## src/design/bft_pkg.sv

```systemverilog
// packet format of the butterfly fat tree.
package bft_pkg;

    // --------------------
    // field widths
    // --------------------
    localparam int PACKET_BITS  = 49;
    localparam int PAYLOAD_BITS = 32;
    localparam int LEAF_BITS    = 5;
    localparam int PORT_BITS    = 4;
    localparam int ADDR_BITS    = 7;

    // --------------------
    // packet layout from the msb down
    // --------------------
    // addr holds the sequence number in data packets
    // and the target port in configuration packets.
    typedef struct packed {
        logic                    vld;
        logic [LEAF_BITS-1:0]    leaf;
        logic [PORT_BITS-1:0]    port;
        logic [ADDR_BITS-1:0]    addr;
        logic [PAYLOAD_BITS-1:0] payload;
    } bft_packet_t;

endpackage

```

## src/design/leaf_pkg.sv

```systemverilog
// leaf side types.
package leaf_pkg;

    // --------------------
    // configuration
    // --------------------
    // opcode sits in payload bits 31..30 of a port 0 packet.
    typedef enum logic [1:0] {
        CFG_NOP       = 2'd0,
        CFG_SET_DEST  = 2'd1,
        CFG_CLEAR_OVF = 2'd2
    } cfg_op_e;

    // one entry per output port.
    typedef struct packed {
        logic [bft_pkg::LEAF_BITS-1:0] leaf;
        logic [bft_pkg::PORT_BITS-1:0] port;
    } dest_entry_t;

    // --------------------
    // receive output stage
    // --------------------
    typedef enum logic [1:0] {
        RX_EMPTY       = 2'd0,
        RX_HOLD        = 2'd1,
        RX_WAIT_CREDIT = 2'd2
    } rx_state_e;

endpackage

```

## src/design/leaf_rx_router.sv

```systemverilog
`timescale 1ns/1ns

module leaf_rx_router #(
    parameter int LEAF_ID       = 0,
    parameter int NUM_IN_PORTS  = 7,
    parameter int NUM_OUT_PORTS = 6
) (
    input  logic                                      clk,
    input  logic                                      arst_n,
    input  bft_pkg::bft_packet_t                      din,
    output logic [NUM_IN_PORTS-1:0]                   wr_en,
    output logic [bft_pkg::PAYLOAD_BITS-1:0]          wr_data,
    output logic [NUM_IN_PORTS-1:0]                   clr_ovf,
    output leaf_pkg::dest_entry_t [NUM_OUT_PORTS-1:0] dest_table
);

    localparam int IW = (NUM_IN_PORTS > 1) ? $clog2(NUM_IN_PORTS) : 1;
    localparam int OW = (NUM_OUT_PORTS > 1) ? $clog2(NUM_OUT_PORTS) : 1;

    bft_pkg::bft_packet_t  pkt_q;
    logic                  pkt_hit;
    leaf_pkg::cfg_op_e     op;
    leaf_pkg::dest_entry_t new_dest;
    logic [IW-1:0]         in_idx;
    logic [IW-1:0]         clr_idx;
    logic [OW-1:0]         out_idx;

    // sample every tree word, keep only those for this leaf.
    always_ff @(posedge clk or negedge arst_n) begin
        if (!arst_n) begin
            pkt_hit <= 1'b0;
        end else begin
            pkt_hit <= din.vld && (din.leaf == bft_pkg::LEAF_BITS'(LEAF_ID));
        end
    end

    always_ff @(posedge clk) begin
        pkt_q <= din;
    end

    assign op            = leaf_pkg::cfg_op_e'(pkt_q.payload[bft_pkg::PAYLOAD_BITS-1 -: 2]);
    assign new_dest.leaf = pkt_q.payload[bft_pkg::PORT_BITS +: bft_pkg::LEAF_BITS];
    assign new_dest.port = pkt_q.payload[bft_pkg::PORT_BITS-1:0];
    assign wr_data       = pkt_q.payload;

    // input ports count from 1, strobe bits from 0.
    assign in_idx  = IW'(pkt_q.port - 1'b1);
    assign clr_idx = IW'(pkt_q.addr - 1'b1);
    assign out_idx = OW'(pkt_q.addr);

    always_comb begin
        wr_en   = '0;
        clr_ovf = '0;
        if (pkt_hit) begin
            if (pkt_q.port == '0) begin
                if (op == leaf_pkg::CFG_CLEAR_OVF && pkt_q.addr != '0 &&
                    int'(pkt_q.addr) <= NUM_IN_PORTS) begin
                    clr_ovf[clr_idx] = 1'b1;
                end
            end else if (int'(pkt_q.port) <= NUM_IN_PORTS) begin
                wr_en[in_idx] = 1'b1;
            end
        end
    end

    // destination table, written by CFG_SET_DEST.
    always_ff @(posedge clk or negedge arst_n) begin
        if (!arst_n) begin
            dest_table <= '0;
        end else if (pkt_hit && pkt_q.port == '0 && op == leaf_pkg::CFG_SET_DEST &&
                     int'(pkt_q.addr) < NUM_OUT_PORTS) begin
            dest_table[out_idx] <= new_dest;
        end
    end

endmodule

```

## src/design/leaf_rx_buffer.sv

```systemverilog
`timescale 1ns/1ns

module leaf_rx_buffer #(
    parameter int RX_DEPTH     = 8,
    parameter int USER_CREDITS = 4
) (
    input  logic                             clk,
    input  logic                             arst_n,
    input  logic                             wr_en,
    input  logic [bft_pkg::PAYLOAD_BITS-1:0] wr_data,
    input  logic                             clr_ovf,
    output logic [bft_pkg::PAYLOAD_BITS-1:0] rx_data,
    output logic                             rx_vld,
    input  logic                             rx_credit,
    output logic                             rx_overflow
);

    localparam int AW = (RX_DEPTH > 1) ? $clog2(RX_DEPTH) : 1;
    localparam int CW = $clog2(RX_DEPTH + 1);
    localparam int KW = $clog2(USER_CREDITS + 1);

    logic [bft_pkg::PAYLOAD_BITS-1:0] mem [RX_DEPTH];
    logic [AW-1:0]                    wr_ptr;
    logic [AW-1:0]                    rd_ptr;
    logic [CW-1:0]                    count;
    logic [KW-1:0]                    credits;
    logic                             full;
    logic                             empty;
    logic                             push;
    logic                             pop;
    leaf_pkg::rx_state_e              state;
    leaf_pkg::rx_state_e              state_nxt;

    assign full  = (count == CW'(RX_DEPTH));
    assign empty = (count == '0);
    assign push  = wr_en && !full;
    // a word leaves only against a user credit.
    assign pop   = !empty && (credits != '0);

    // --------------------
    // fifo
    // --------------------
    always_ff @(posedge clk) begin
        if (push) begin
            mem[wr_ptr] <= wr_data;
        end
    end

    always_ff @(posedge clk or negedge arst_n) begin
        if (!arst_n) begin
            wr_ptr <= '0;
            rd_ptr <= '0;
            count  <= '0;
        end else begin
            if (push) begin
                wr_ptr <= (wr_ptr == AW'(RX_DEPTH - 1)) ? '0 : wr_ptr + 1'b1;
            end
            if (pop) begin
                rd_ptr <= (rd_ptr == AW'(RX_DEPTH - 1)) ? '0 : rd_ptr + 1'b1;
            end
            count <= count + CW'(push) - CW'(pop);
        end
    end

    // --------------------
    // output stage
    // --------------------
    always_comb begin
        if (pop) begin
            state_nxt = leaf_pkg::RX_HOLD;
        end else if (!empty) begin
            state_nxt = leaf_pkg::RX_WAIT_CREDIT;
        end else begin
            state_nxt = leaf_pkg::RX_EMPTY;
        end
    end

    always_ff @(posedge clk or negedge arst_n) begin
        if (!arst_n) begin
            state       <= leaf_pkg::RX_EMPTY;
            credits     <= KW'(USER_CREDITS);
            rx_overflow <= 1'b0;
        end else begin
            state   <= state_nxt;
            credits <= credits - KW'(pop) + KW'(rx_credit);
            // a new drop wins over a clear in the same cycle.
            if (wr_en && full) begin
                rx_overflow <= 1'b1;
            end else if (clr_ovf) begin
                rx_overflow <= 1'b0;
            end
        end
    end

    always_ff @(posedge clk) begin
        if (pop) begin
            rx_data <= mem[rd_ptr];
        end
    end

    assign rx_vld = (state == leaf_pkg::RX_HOLD);

endmodule

```

## src/design/leaf_tx_port.sv

```systemverilog
`timescale 1ns/1ns

module leaf_tx_port #(
    parameter int TX_DEPTH = 4
) (
    input  logic                             clk,
    input  logic                             arst_n,
    input  logic [bft_pkg::PAYLOAD_BITS-1:0] tx_data,
    input  logic                             tx_vld,
    input  leaf_pkg::dest_entry_t            dest,
    output logic                             req,
    output bft_pkg::bft_packet_t             pkt,
    input  logic                             grant,
    output logic                             tx_credit
);

    localparam int AW = (TX_DEPTH > 1) ? $clog2(TX_DEPTH) : 1;
    localparam int CW = $clog2(TX_DEPTH + 1);

    logic [bft_pkg::PAYLOAD_BITS-1:0] mem [TX_DEPTH];
    logic [AW-1:0]                    wr_ptr;
    logic [AW-1:0]                    rd_ptr;
    logic [CW-1:0]                    count;
    logic [bft_pkg::ADDR_BITS-1:0]    seq;
    logic                             push;
    logic                             pop;

    // the user holds credits, so a full queue should not see tx_vld.
    assign push = tx_vld && (count != CW'(TX_DEPTH));
    assign pop  = grant && req;
    assign req  = (count != '0);

    // --------------------
    // word queue
    // --------------------
    always_ff @(posedge clk) begin
        if (push) begin
            mem[wr_ptr] <= tx_data;
        end
    end

    always_ff @(posedge clk or negedge arst_n) begin
        if (!arst_n) begin
            wr_ptr    <= '0;
            rd_ptr    <= '0;
            count     <= '0;
            seq       <= '0;
            tx_credit <= 1'b0;
        end else begin
            if (push) begin
                wr_ptr <= (wr_ptr == AW'(TX_DEPTH - 1)) ? '0 : wr_ptr + 1'b1;
            end
            if (pop) begin
                rd_ptr <= (rd_ptr == AW'(TX_DEPTH - 1)) ? '0 : rd_ptr + 1'b1;
                seq    <= seq + 1'b1;
            end
            count     <= count + CW'(push) - CW'(pop);
            tx_credit <= pop;
        end
    end

    // --------------------
    // packet build
    // --------------------
    // head word with the current destination and sequence number.
    always_comb begin
        pkt         = '0;
        pkt.vld     = 1'b1;
        pkt.leaf    = dest.leaf;
        pkt.port    = dest.port;
        pkt.addr    = seq;
        pkt.payload = mem[rd_ptr];
    end

endmodule

```

## src/design/leaf_out_arbiter.sv

```systemverilog
`timescale 1ns/1ns

module leaf_out_arbiter #(
    parameter int NUM_OUT_PORTS = 6
) (
    input  logic                                     clk,
    input  logic                                     arst_n,
    input  logic [NUM_OUT_PORTS-1:0]                 req,
    input  bft_pkg::bft_packet_t [NUM_OUT_PORTS-1:0] pkt_in,
    input  logic                                     resend,
    output logic [NUM_OUT_PORTS-1:0]                 grant,
    output bft_pkg::bft_packet_t                     dout
);

    localparam int IW = (NUM_OUT_PORTS > 1) ? $clog2(NUM_OUT_PORTS) : 1;

    logic [IW-1:0]        last_q;
    logic [IW-1:0]        win;
    logic                 found;
    bft_pkg::bft_packet_t dout_q;

    // search starts one past the last granted port.
    always_comb begin
        int unsigned idx;
        found = 1'b0;
        win   = '0;
        for (int k = 1; k <= NUM_OUT_PORTS; k++) begin
            idx = (int'(last_q) + k) % NUM_OUT_PORTS;
            if (!found && req[idx]) begin
                found = 1'b1;
                win   = IW'(idx);
            end
        end
        grant = '0;
        if (found && !resend) begin
            grant[win] = 1'b1;
        end
    end

    always_ff @(posedge clk or negedge arst_n) begin
        if (!arst_n) begin
            last_q <= IW'(NUM_OUT_PORTS - 1);
            dout_q <= '0;
        end else if (grant != '0) begin
            last_q <= win;
            dout_q <= pkt_in[win];
        end else begin
            dout_q <= '0;
        end
    end

    // resend also blanks a packet registered just before it rose.
    assign dout = resend ? '0 : dout_q;

endmodule

```

## src/design/leaf.sv

```systemverilog
`timescale 1ns/1ns

module leaf #(
    parameter int LEAF_ID       = 0,
    parameter int NUM_IN_PORTS  = 7,
    parameter int NUM_OUT_PORTS = 6,
    parameter int RX_DEPTH      = 8,
    parameter int TX_DEPTH      = 4,
    parameter int USER_CREDITS  = 4
) (
    input  logic                                                 clk,
    input  logic                                                 arst_n,
    input  logic                                                 resend,
    input  bft_pkg::bft_packet_t                                 din_bft,
    output bft_pkg::bft_packet_t                                 dout_bft,
    output logic [NUM_IN_PORTS-1:0][bft_pkg::PAYLOAD_BITS-1:0]  rx_data,
    output logic [NUM_IN_PORTS-1:0]                              rx_vld,
    input  logic [NUM_IN_PORTS-1:0]                              rx_credit,
    output logic [NUM_IN_PORTS-1:0]                              rx_overflow,
    input  logic [NUM_OUT_PORTS-1:0][bft_pkg::PAYLOAD_BITS-1:0] tx_data,
    input  logic [NUM_OUT_PORTS-1:0]                             tx_vld,
    output logic [NUM_OUT_PORTS-1:0]                             tx_credit
);

    logic [NUM_IN_PORTS-1:0]                  wr_en;
    logic [bft_pkg::PAYLOAD_BITS-1:0]         wr_data;
    logic [NUM_IN_PORTS-1:0]                  clr_ovf;
    leaf_pkg::dest_entry_t [NUM_OUT_PORTS-1:0] dest_table;
    logic [NUM_OUT_PORTS-1:0]                 req;
    bft_pkg::bft_packet_t [NUM_OUT_PORTS-1:0] pkt;
    logic [NUM_OUT_PORTS-1:0]                 grant;

    // --------------------
    // inbound
    // --------------------
    leaf_rx_router #(
        .LEAF_ID       (LEAF_ID),
        .NUM_IN_PORTS  (NUM_IN_PORTS),
        .NUM_OUT_PORTS (NUM_OUT_PORTS)
    ) i_rx_router (
        .clk        (clk),
        .arst_n     (arst_n),
        .din        (din_bft),
        .wr_en      (wr_en),
        .wr_data    (wr_data),
        .clr_ovf    (clr_ovf),
        .dest_table (dest_table)
    );

    // index i serves input port i+1.
    for (genvar i = 0; i < NUM_IN_PORTS; i++) begin : g_rx
        leaf_rx_buffer #(
            .RX_DEPTH     (RX_DEPTH),
            .USER_CREDITS (USER_CREDITS)
        ) i_rx_buffer (
            .clk         (clk),
            .arst_n      (arst_n),
            .wr_en       (wr_en[i]),
            .wr_data     (wr_data),
            .clr_ovf     (clr_ovf[i]),
            .rx_data     (rx_data[i]),
            .rx_vld      (rx_vld[i]),
            .rx_credit   (rx_credit[i]),
            .rx_overflow (rx_overflow[i])
        );
    end

    // --------------------
    // outbound
    // --------------------
    for (genvar j = 0; j < NUM_OUT_PORTS; j++) begin : g_tx
        leaf_tx_port #(
            .TX_DEPTH (TX_DEPTH)
        ) i_tx_port (
            .clk       (clk),
            .arst_n    (arst_n),
            .tx_data   (tx_data[j]),
            .tx_vld    (tx_vld[j]),
            .dest      (dest_table[j]),
            .req       (req[j]),
            .pkt       (pkt[j]),
            .grant     (grant[j]),
            .tx_credit (tx_credit[j])
        );
    end

    leaf_out_arbiter #(
        .NUM_OUT_PORTS (NUM_OUT_PORTS)
    ) i_out_arbiter (
        .clk    (clk),
        .arst_n (arst_n),
        .req    (req),
        .pkt_in (pkt),
        .resend (resend),
        .grant  (grant),
        .dout   (dout_bft)
    );

endmodule

```

## config.mk

```make
export PLATFORM = sky130hd
export DESIGN_NAME = leaf
export DESIGN_NICKNAME = d
export VERILOG_FILES = /design/src/design/bft_pkg.sv /design/src/design/leaf_pkg.sv /design/src/design/leaf_rx_router.sv /design/src/design/leaf_rx_buffer.sv /design/src/design/leaf_tx_port.sv /design/src/design/leaf_out_arbiter.sv /design/src/design/leaf.sv
export SDC_FILE = /design/constraint.sdc
export NUM_CORES = 2
export LEC_CHECK = 0
export BUFFER_PORTS_ARGS = -buffer_cell sky130_fd_sc_hd__buf_2
export CAP_MARGIN = 10
export CELL_PAD_IN_SITES_DETAIL_PLACEMENT = 1
export CELL_PAD_IN_SITES_GLOBAL_PLACEMENT = 2
export CORE_AREA = 5 5 353 702
export CTS_BUF_LIST = sky130_fd_sc_hd__clkbuf_2 sky130_fd_sc_hd__clkbuf_4 sky130_fd_sc_hd__clkbuf_8
export DETAILED_ROUTE_END_ITERATION = 10
export DIE_AREA = 0 0 358 707
export MAX_ROUTING_LAYER = met4
export PLACE_DENSITY = 0.8
export SLEW_MARGIN = 0
export SYNTH_ARGS = -nofsm -noshare
export SYNTH_HDL_FRONTEND = slang
export SYNTH_SLANG_ARGS = --single-unit
```

## constraint.sdc

```tcl
create_clock -name clk -period 5.95 [get_ports clk]
set_clock_uncertainty 0.2 [all_clocks]
set_input_delay 0.2975 -clock clk [delete_from_list [all_inputs] [get_ports clk]]
set_output_delay 0.2975 -clock clk [all_outputs]
set_load 0.03 [all_outputs]
```

After elaboration in Yosys (flattened, before gate mapping) --
Memory sizes are Yosys's and may differ from the RTL's. A register that Yosys moved wholly into a read port is not among the register bits. Cells that the tools add are included.
Cells by class: div/mod/pow operators 6, equal/unequal tests 48, order comparisons 17, add/subtract/negate cells 80, muxes and demuxes 124, reduce and logical (&&, ||, !) cells 100
Operators by type and width (number):
- 32-bit by 4-bit less-than comparator with 1-bit output, second input constant | 6
- 32-bit by 4-bit modulo with 32-bit output, second input constant | 6
- 49-bit binary-select mux with 3-bit select | 1
- 49-bit two-way mux | 3
- 3-bit two-way mux | 20
- 1-bit two-way mux | 55
- 54-bit bitwise mux | 1
- 2-bit two-way mux | 26
- 1-bit logical AND | 49
- 3-bit by 1-bit adder with 3-bit output, second input constant | 14
- 7-bit by 1-bit adder with 7-bit output, second input constant | 6
- 3-bit equality test, second input constant | 14
- 7-bit two-way mux | 6
- 3-bit by 1-bit adder with 3-bit output | 13
- 3-bit nonzero test | 13
- 3-bit by 1-bit subtractor with 3-bit output | 13
- 4-bit logical NOT | 8
- 4-bit by 1-bit adder with 4-bit output | 7
- 4-bit equality test, second input constant | 7
- 4-bit by 1-bit subtractor with 4-bit output | 7
- 9-bit demux with 3-bit select | 1
- 2-bit equality test, second input constant | 13
- 2-bit by 1-bit adder with 2-bit output, second input constant | 12
- 1-bit logical NOT | 20
- 19 further kinds | 54
Word-level totals: word-level logic and storage cells 482, memories 13, output and inout bits 293, RAM bits 2560, bits of input ports 257, register bits after elaboration 352
Memory list:
- g_rx[0].i_rx_buffer.mem | words 8, bits a word 32, rd ports 1, clocked after memory_dff 1, write ports 1, RTL line leaf_rx_buffer.sv:22 | logic [bft_pkg::PAYLOAD_BITS-1:0] mem [RX_DEPTH];
- g_rx[1].i_rx_buffer.mem | words 8, bits a word 32, rd ports 1, clocked after memory_dff 1, write ports 1, RTL line leaf_rx_buffer.sv:22
- g_rx[2].i_rx_buffer.mem | words 8, bits a word 32, rd ports 1, clocked after memory_dff 1, write ports 1, RTL line leaf_rx_buffer.sv:22
- g_rx[3].i_rx_buffer.mem | words 8, bits a word 32, rd ports 1, clocked after memory_dff 1, write ports 1, RTL line leaf_rx_buffer.sv:22
- g_rx[4].i_rx_buffer.mem | words 8, bits a word 32, rd ports 1, clocked after memory_dff 1, write ports 1, RTL line leaf_rx_buffer.sv:22
- g_rx[5].i_rx_buffer.mem | words 8, bits a word 32, rd ports 1, clocked after memory_dff 1, write ports 1, RTL line leaf_rx_buffer.sv:22
- 7 more memories

Depth between registers and ports, before layout --
depth after elaboration 27, gate-level depth with buffers 25, mapped depth without buffers 23

Hierarchy --
Synthesis repeated with hierarchy kept, for this count alone.
Unflattened totals: cells, all modules 6085, area total of the unflattened synthesis 124478.1 um^2
By module, submodules not included:
- leaf_rx_buffer (g_rx[0].i_rx_buffer ...) | cells an instance 481, instances 4, seq. area each 9049.9 um^2, area an instance 11454.7 um^2
- leaf_rx_buffer (g_rx[4].i_rx_buffer ...) | cells an instance 479, instances 3, seq. area each 9049.9 um^2, area an instance 11476.0 um^2
- leaf_tx_port (g_tx[0].i_tx_port ...) | cells an instance 244, instances 5, seq. area each 4219.0 um^2, area an instance 5469.0 um^2
- leaf_out_arbiter | cells an instance 1024, instances 1, seq. area each 1303.8 um^2, area an instance 7867.5 um^2
- leaf_tx_port (g_tx[5].i_tx_port) | cells an instance 240, instances 1, seq. area each 4219.0 um^2, area an instance 5517.8 um^2
- leaf_rx_router | cells an instance 240, instances 1, seq. area each 2237.1 um^2, area an instance 3500.9 um^2

Worst setup path after synthesis --
No wires, ideal clock.
path type register to register, start point register i_out_arbiter.last_q[0], end point register g_tx[5].i_tx_port.count[2], path buffers 2, setup time 126 ps, arrival 4826 ps, cell stages (with the launch flop) 24, period minus slack after synthesis 5152 ps, slack 798 ps, data required time 5624 ps, cells stage by stage dfstp_2 > buf_6 > buf_4 > inv_1 > ha_1 > xnor2_2 > ha_1 > inv_1 > a31o_1 > and3_1 > a2bb2oi_1 > or2_1 > or4_4 > a22oi_4 > nand2_1 > nand2_1 > inv_1 > ha_1 > inv_1 > ha_1 > inv_1 > fa_1 > xnor2_1 > xnor2_1
Between the ends: cells in the longest elaborated chain, start to end 27, elaborated cells between the ends (all ways) 55, those cells by class 7 x add/sub; 6 x div; 2 x order compare; 27 x mux; 13 x reduce/logical
RTL lines:
- from (decl) | RTL line leaf_out_arbiter.sv:17 | logic [IW-1:0] last_q;
- from (signal assigned) | RTL line leaf_out_arbiter.sv:42 | last_q <= IW'(NUM_OUT_PORTS - 1);
- from (signal assigned) | RTL line leaf_out_arbiter.sv:45 | last_q <= win;
- 3-bit by 1-bit adder with 4-bit output | RTL line leaf_out_arbiter.sv:28 | idx = (int'(last_q) + k) % NUM_OUT_PORTS;
- 32-bit by 4-bit modulo with 32-bit output | RTL line leaf_out_arbiter.sv:28
- 1-bit binary-select mux with 3-bit select | RTL line leaf_out_arbiter.sv:29 | if (!found && req[idx]) begin
- 1-bit two-way mux (implied by the code) | RTL line leaf_out_arbiter.sv:29
- 1-bit two-way mux | RTL line leaf_out_arbiter.sv:29
- 1-bit logical NOT | RTL line leaf_out_arbiter.sv:29
- 1-bit logical AND | RTL line leaf_out_arbiter.sv:29
- 1-bit two-way mux | RTL line leaf_out_arbiter.sv:29
- [12 not listed]
- 3-bit by 4-bit less-than comparator with 1-bit output (implied by the code) / 3-bit by 1-bit greater-or-equal comparator with 1-bit output (equally long branches) | RTL line leaf_out_arbiter.sv:36 | grant[win] = 1'b1;
- 1-bit logical AND (implied by the code) | RTL line leaf_out_arbiter.sv:36
- 1-bit two-way mux (implied by the code) | RTL line leaf_out_arbiter.sv:36
- 1-bit demux with 3-bit select
- 6-bit two-way mux (*) | RTL line leaf_out_arbiter.sv:35 | if (found && !resend) begin
- 1-bit logical AND (*) | RTL line leaf_tx_port.sv:30 | assign pop = grant && req;
- net g_tx[5].i_tx_port.pop | RTL line leaf_tx_port.sv:26 | logic pop;
- 3-bit by 1-bit subtractor with 3-bit output (*) | RTL line leaf_tx_port.sv:57 | count <= count + CW'(push) - CW'(pop);
- to (signal assigned) | RTL line leaf_tx_port.sv:57
- to (decl) | RTL line leaf_tx_port.sv:23 | logic [CW-1:0] count;
Mark *: on every way through the listed nets, which the timed path passes. The rest lies on a longest branch. The select of a mux whose other input is x is not followed. A chain may end at the register's enable or synchronous reset.

Worst setup path after layout --
start point register i_out_arbiter.last_q[1], end point register i_out_arbiter.dout_q[45] (netlist name)
Between the ends: cells in the longest elaborated chain, start to end 27, elaborated cells between the ends (all ways) 57, those cells by class 6 x add/sub; 6 x div; 2 x order compare; 30 x mux; 13 x reduce/logical
RTL lines:
- 3-bit by 1-bit adder with 4-bit output | RTL line leaf_out_arbiter.sv:28
- 32-bit by 4-bit modulo with 32-bit output | RTL line leaf_out_arbiter.sv:28
- 1-bit binary-select mux with 3-bit select | RTL line leaf_out_arbiter.sv:29
- 1-bit two-way mux (implied by the code) | RTL line leaf_out_arbiter.sv:29
- 1-bit two-way mux | RTL line leaf_out_arbiter.sv:29
- 1-bit logical NOT | RTL line leaf_out_arbiter.sv:29
- 1-bit logical AND | RTL line leaf_out_arbiter.sv:29
- 1-bit two-way mux | RTL line leaf_out_arbiter.sv:29
- [11 not listed]
- 3-bit two-way mux | RTL line leaf_out_arbiter.sv:29
- 3-bit by 4-bit less-than comparator with 1-bit output (implied by the code) / 3-bit by 1-bit greater-or-equal comparator with 1-bit output (equally long branches) | RTL line leaf_out_arbiter.sv:36
- 1-bit logical AND (implied by the code) | RTL line leaf_out_arbiter.sv:36
- 1-bit two-way mux (implied by the code) | RTL line leaf_out_arbiter.sv:36
- 1-bit demux with 3-bit select
- 6-bit two-way mux | RTL line leaf_out_arbiter.sv:35
- 6-bit nonzero test | RTL line leaf_out_arbiter.sv:44 | end else if (grant != '0) begin
- 49-bit two-way mux (*) | RTL line leaf_out_arbiter.sv:44
- to (signal assigned) | RTL line leaf_out_arbiter.sv:46 | dout_q <= pkt_in[win];
- to (decl) | RTL line leaf_out_arbiter.sv:20 | bft_pkg::bft_packet_t dout_q;
Mark *: on every way between the ends. The rest lies on a longest branch, timed or not. The select of a mux whose other input is x is not followed.

==> impl_summary.log <==
INFO  metric status = finished clean
INFO  metric total_leakage_power = just under 50 nW
INFO  metric placement_rows = 256
INFO  metric grt_start_max_net_pins = 136
INFO  metric floorplan.die_area = ~250000 sq um
INFO  metric clock_sink_count = roughly 3100
INFO  metric finalSetupViolations = 0
INFO  metric ys_seq_elements = about 3100
INFO  metric route.detailed.wl_per_inst = a little over 30 um
INFO  metric vias = a little over 60000
INFO  metric asyncSetResetFlopFracSynth = under 10%
INFO  metric worstSetupEndpointType = flip-flop
INFO  metric die_width = between 300 and 400 um
INFO  metric globalplace.congestion = 0.898
INFO  metric cts_tree = yes
INFO  metric hold_path_class = input port to flip-flop
INFO  metric detail_route.drc_violations = 0
INFO  metric cap_violations = 0
INFO  metric finalCritPeriodShare = 95.3%
INFO  metric port_buffers = around 550
INFO  metric cp-start-kind = flip-flop
INFO  metric worst_slew_pin_slew = about 1.2 ns
INFO  metric ys_types = 85
INFO  metric detail_route.vias_per_cell = 5.81
INFO  metric utilization = around 58%
INFO  metric achievable-frequency = 176 MHz
INFO  metric seq_area_frac_synth = 76.7%
INFO  metric post-synth-top-area-fraction = 69.5%
INFO  metric drtPass1Iterations = 5
INFO  metric flow.area_growth_from_synthesis = 17.8%
INFO  metric synth.area.top_cells = edfxtp_1, mux4_2, dfrtp_1
INFO  metric clk-insertion-delay-late = between 1 and 1.5 ns
INFO  metric worst_slew_margin_relative_to_its_limit = around a fifth
INFO  metric cts_buffers = 427
INFO  metric core_area = around 240000 sq um
INFO  metric worst_setup_hold_path_clk_slew = 0.08 ns
INFO  metric die_h = roughly 700 um
INFO  metric ctsLongestPathBuffers = 4
INFO  metric finalCriticalPeriod = roughly 5.7 ns
INFO  metric grt_setup_unrepaired = yes
INFO  metric crit_path_max_fanout = 96
INFO  metric setup_tns_final = 0 ns
INFO  metric deepest_level_of_the_cts_h_tree = 5
INFO  metric syn_area = between 100000 and 150000 sq um
INFO  metric type_of_the_setup_path_with_the_least_slack = flip-flop to flip-flop
INFO  metric ir_drop = 0.00142 V
INFO  metric drtAntennaViolNets = 0
INFO  metric grtUsageTotal = 26.7%
INFO  metric final_nets = roughly 7500
INFO  metric post_synth_inst_count = ~5700
INFO  metric initial_core_util = between 40% and 50%
INFO  metric io_pins = between 500 and 600
INFO  metric final.fill_count = about 21000
INFO  metric nets_in_the_synthesized_netlist = slightly above 6000
INFO  metric syn_avg_cell_area = around 21 sq um
INFO  metric critical_path_required = between 6 and 7 ns
INFO  metric synth_edf_count = approximately 2800
INFO  metric detail_route.wirelength = between 300 and 400 mm
INFO  metric timing.final.max_slew_violations = 0
INFO  metric cellPowerDensity = approximately 500 nW/um^2
INFO  metric first_iter_violations = roughly 6200
INFO  metric yosysWarnings = 0
INFO  metric final_hold_viol_count = 0
INFO  metric number_of_global_route_vias_before_repair = ~67000
INFO  metric synth-main-ff-cell = edfxtp_1
INFO  metric antenna_found_initial = slightly below 80
INFO  metric post_route_cells_drive_above_1_share = about a third
INFO  metric overflow = 0
INFO  metric place.detailed.hpwl = around 190 mm
INFO  metric critPathArrivalTime = 6.44 ns
INFO  metric cell_taking_the_most_area_after_synthesis = edfxtp_1
INFO  metric clk_root_buffer_cell = clkbuf_8
INFO  metric grt_first_pass_wirelength = between 400 and 500 mm
[final timing paths]
kind | from | to | slack (ns) | depth (start not counted)
min in group asynchronous | arst_n | g_rx[4].i_rx_buffer.credits[2] | 0.26 | 3
max reg2reg | i_out_arbiter.last_q[1] | i_out_arbiter.dout_q[45] | 0.28 | 18
min reg2reg | g_tx[2].i_tx_port.seq[6] | g_tx[2].i_tx_port.seq[6] | 0.27 | 1
max | i_out_arbiter.last_q[1] | i_out_arbiter.dout_q[45] | 0.28 | 18
min | din_bft[18] | i_rx_router.wr_data[18] | 0.21 | 3
max in group asynchronous | arst_n | g_rx[3].i_rx_buffer.rd_ptr[0] | 4.19 | 4
[repair_timing]
item,4_1_cts,5_1_grt
endpoints found under the hold margin,1249,0
gates resized for setup,0,7
pin swaps,1,1
cloned,1,0
endpoints found under the setup margin,6,21
hold buffers,499,0
setup buffers,2,1
[synth_stat cells, drive strengths merged (36+ instances only)]
master and instances:
nand2 170, mux4 641, a32o 36, nor3 45
dfxtp 43, nand3 123, inv 154, nor2 92
clkbuf 152, o21ai 41, mux2i 53, nor2b 59
a31oi 40, xnor2 56, buf 112, dfrtp 300
mux2 317, edfxtp 2784, ha 145
[power by group]
group / switching [mW] / internal [mW]
Clock: 8.28 / 8.80
Sequential: 3.07 / 27.4
Combinational: 14.4 / 10.3
Total: 25.7 / 46.5
[flip-flops by register name, summed over array words and instances (netlist names), 28 cells and up]
name and cells:
i_out_arbiter.dout_q 49, g_tx.i_tx_port.mem 768, g_rx.i_rx_buffer.mem 1792, g_tx.i_tx_port.seq 42, i_rx_router.wr_data 32, g_rx.i_rx_buffer.count 28
g_rx.i_rx_buffer.rx_data 224, i_rx_router.dest_table 54
[cells in the final DEF (no fill, tap or decap), types with 25 or more instances in the layout]
master and instances:
edfxtp_1 2784, mux4_2 641, buf_2 548, dlygate4sd3_1 498, clkbuf_8 456, mux2_2 314
dfrtp_1 274, buf_4 171, nand2_1 169, inv_1 153, ha_1 145, nand3_1 122
clkbuf_4 116, clkinv_1 91, diode_2 74, clkinv_2 73, nor2b_1 59, xnor2_1 55
mux2i_1 53, nor2_1 50, a31oi_1 40, o21ai_0 40, a32o_1 36, nor2_2 36
dfxtp_2 32, nor3_1 29, nand2b_1 25, and2_1 25
[kinds of logic after synthesis]
kind of cell | count (synthesis) | synth area share (%)
DFF | 3136 | 76.7
AOI/OAI and AO/OA | 236 | 1.42
buffers and inverters | 418 | 1.43
adders and majority gates | 165 | 1.84
xor gates and xnor gates | 80 | 0.595
muxes | 1011 | 15.4
and+or+nand+nor | 620 | 2.63
[through the flow]
step / std cells / instance area, sq um / total power, mW / worst slack (ns) / hold slack [ns]
after floorplan: 5666 / 120000 / 46.7 / 0.798 / -0.198
after global placement: 9346 / 128000 / 53.7 / 0.172 / 0.194
after detailed placement: 9346 / 128000 / 54.8 / -0.216 / 0.201
after CTS: 10600 / 141000 / 72.2 / 0.000757 / 0.0738
after global routing: 10700 / 142000 / 75.5 / -0.0167 / 0.155
final: 10700 / 142000 / 72.2 / 0.278 / 0.208
[final cells by class]
class                   count  area [sq um]  area share, %
well taps                3225          4040           2.85
flip-flops and latches   3136         92300           65.2
repair buffers           1222          9100           6.43
clock inverters           209          1560           1.10
diodes                     74           185          0.131
multi-input cells        2113         26700           18.9
clock buffers             572          7150           5.05
inverters                 154           578          0.408
[metal layers]
layer	global-route usage, %	vias up	share of wire (%)
met5	-	-	0
li1	-	25800	-
met4	10.5	0	4.7
met2	43.3	2919	50
met1	33.2	32800	37
met3	5.53	575	8.3
[worst max-delay path, stage by stage, from the launching register on]
cell	delay [ns]
dfrtp_1	0.50
inv_1	0.16
ha_1	0.27
a21oi_2	0.28
inv_1	0.10
ha_1	0.31
inv_1	0.07
a311o_1	0.38
a21o_1	0.23
a2bb2oi_1	0.34
or2_1	0.31
nor2_1	0.08
a21o_1	0.28
inv_2	0.13
buf_4	0.84
nand3_2	0.17
buf_4	0.37
a32oi_1	0.28
a21boi_0	0.23
(Power assumes the default switching activity.)
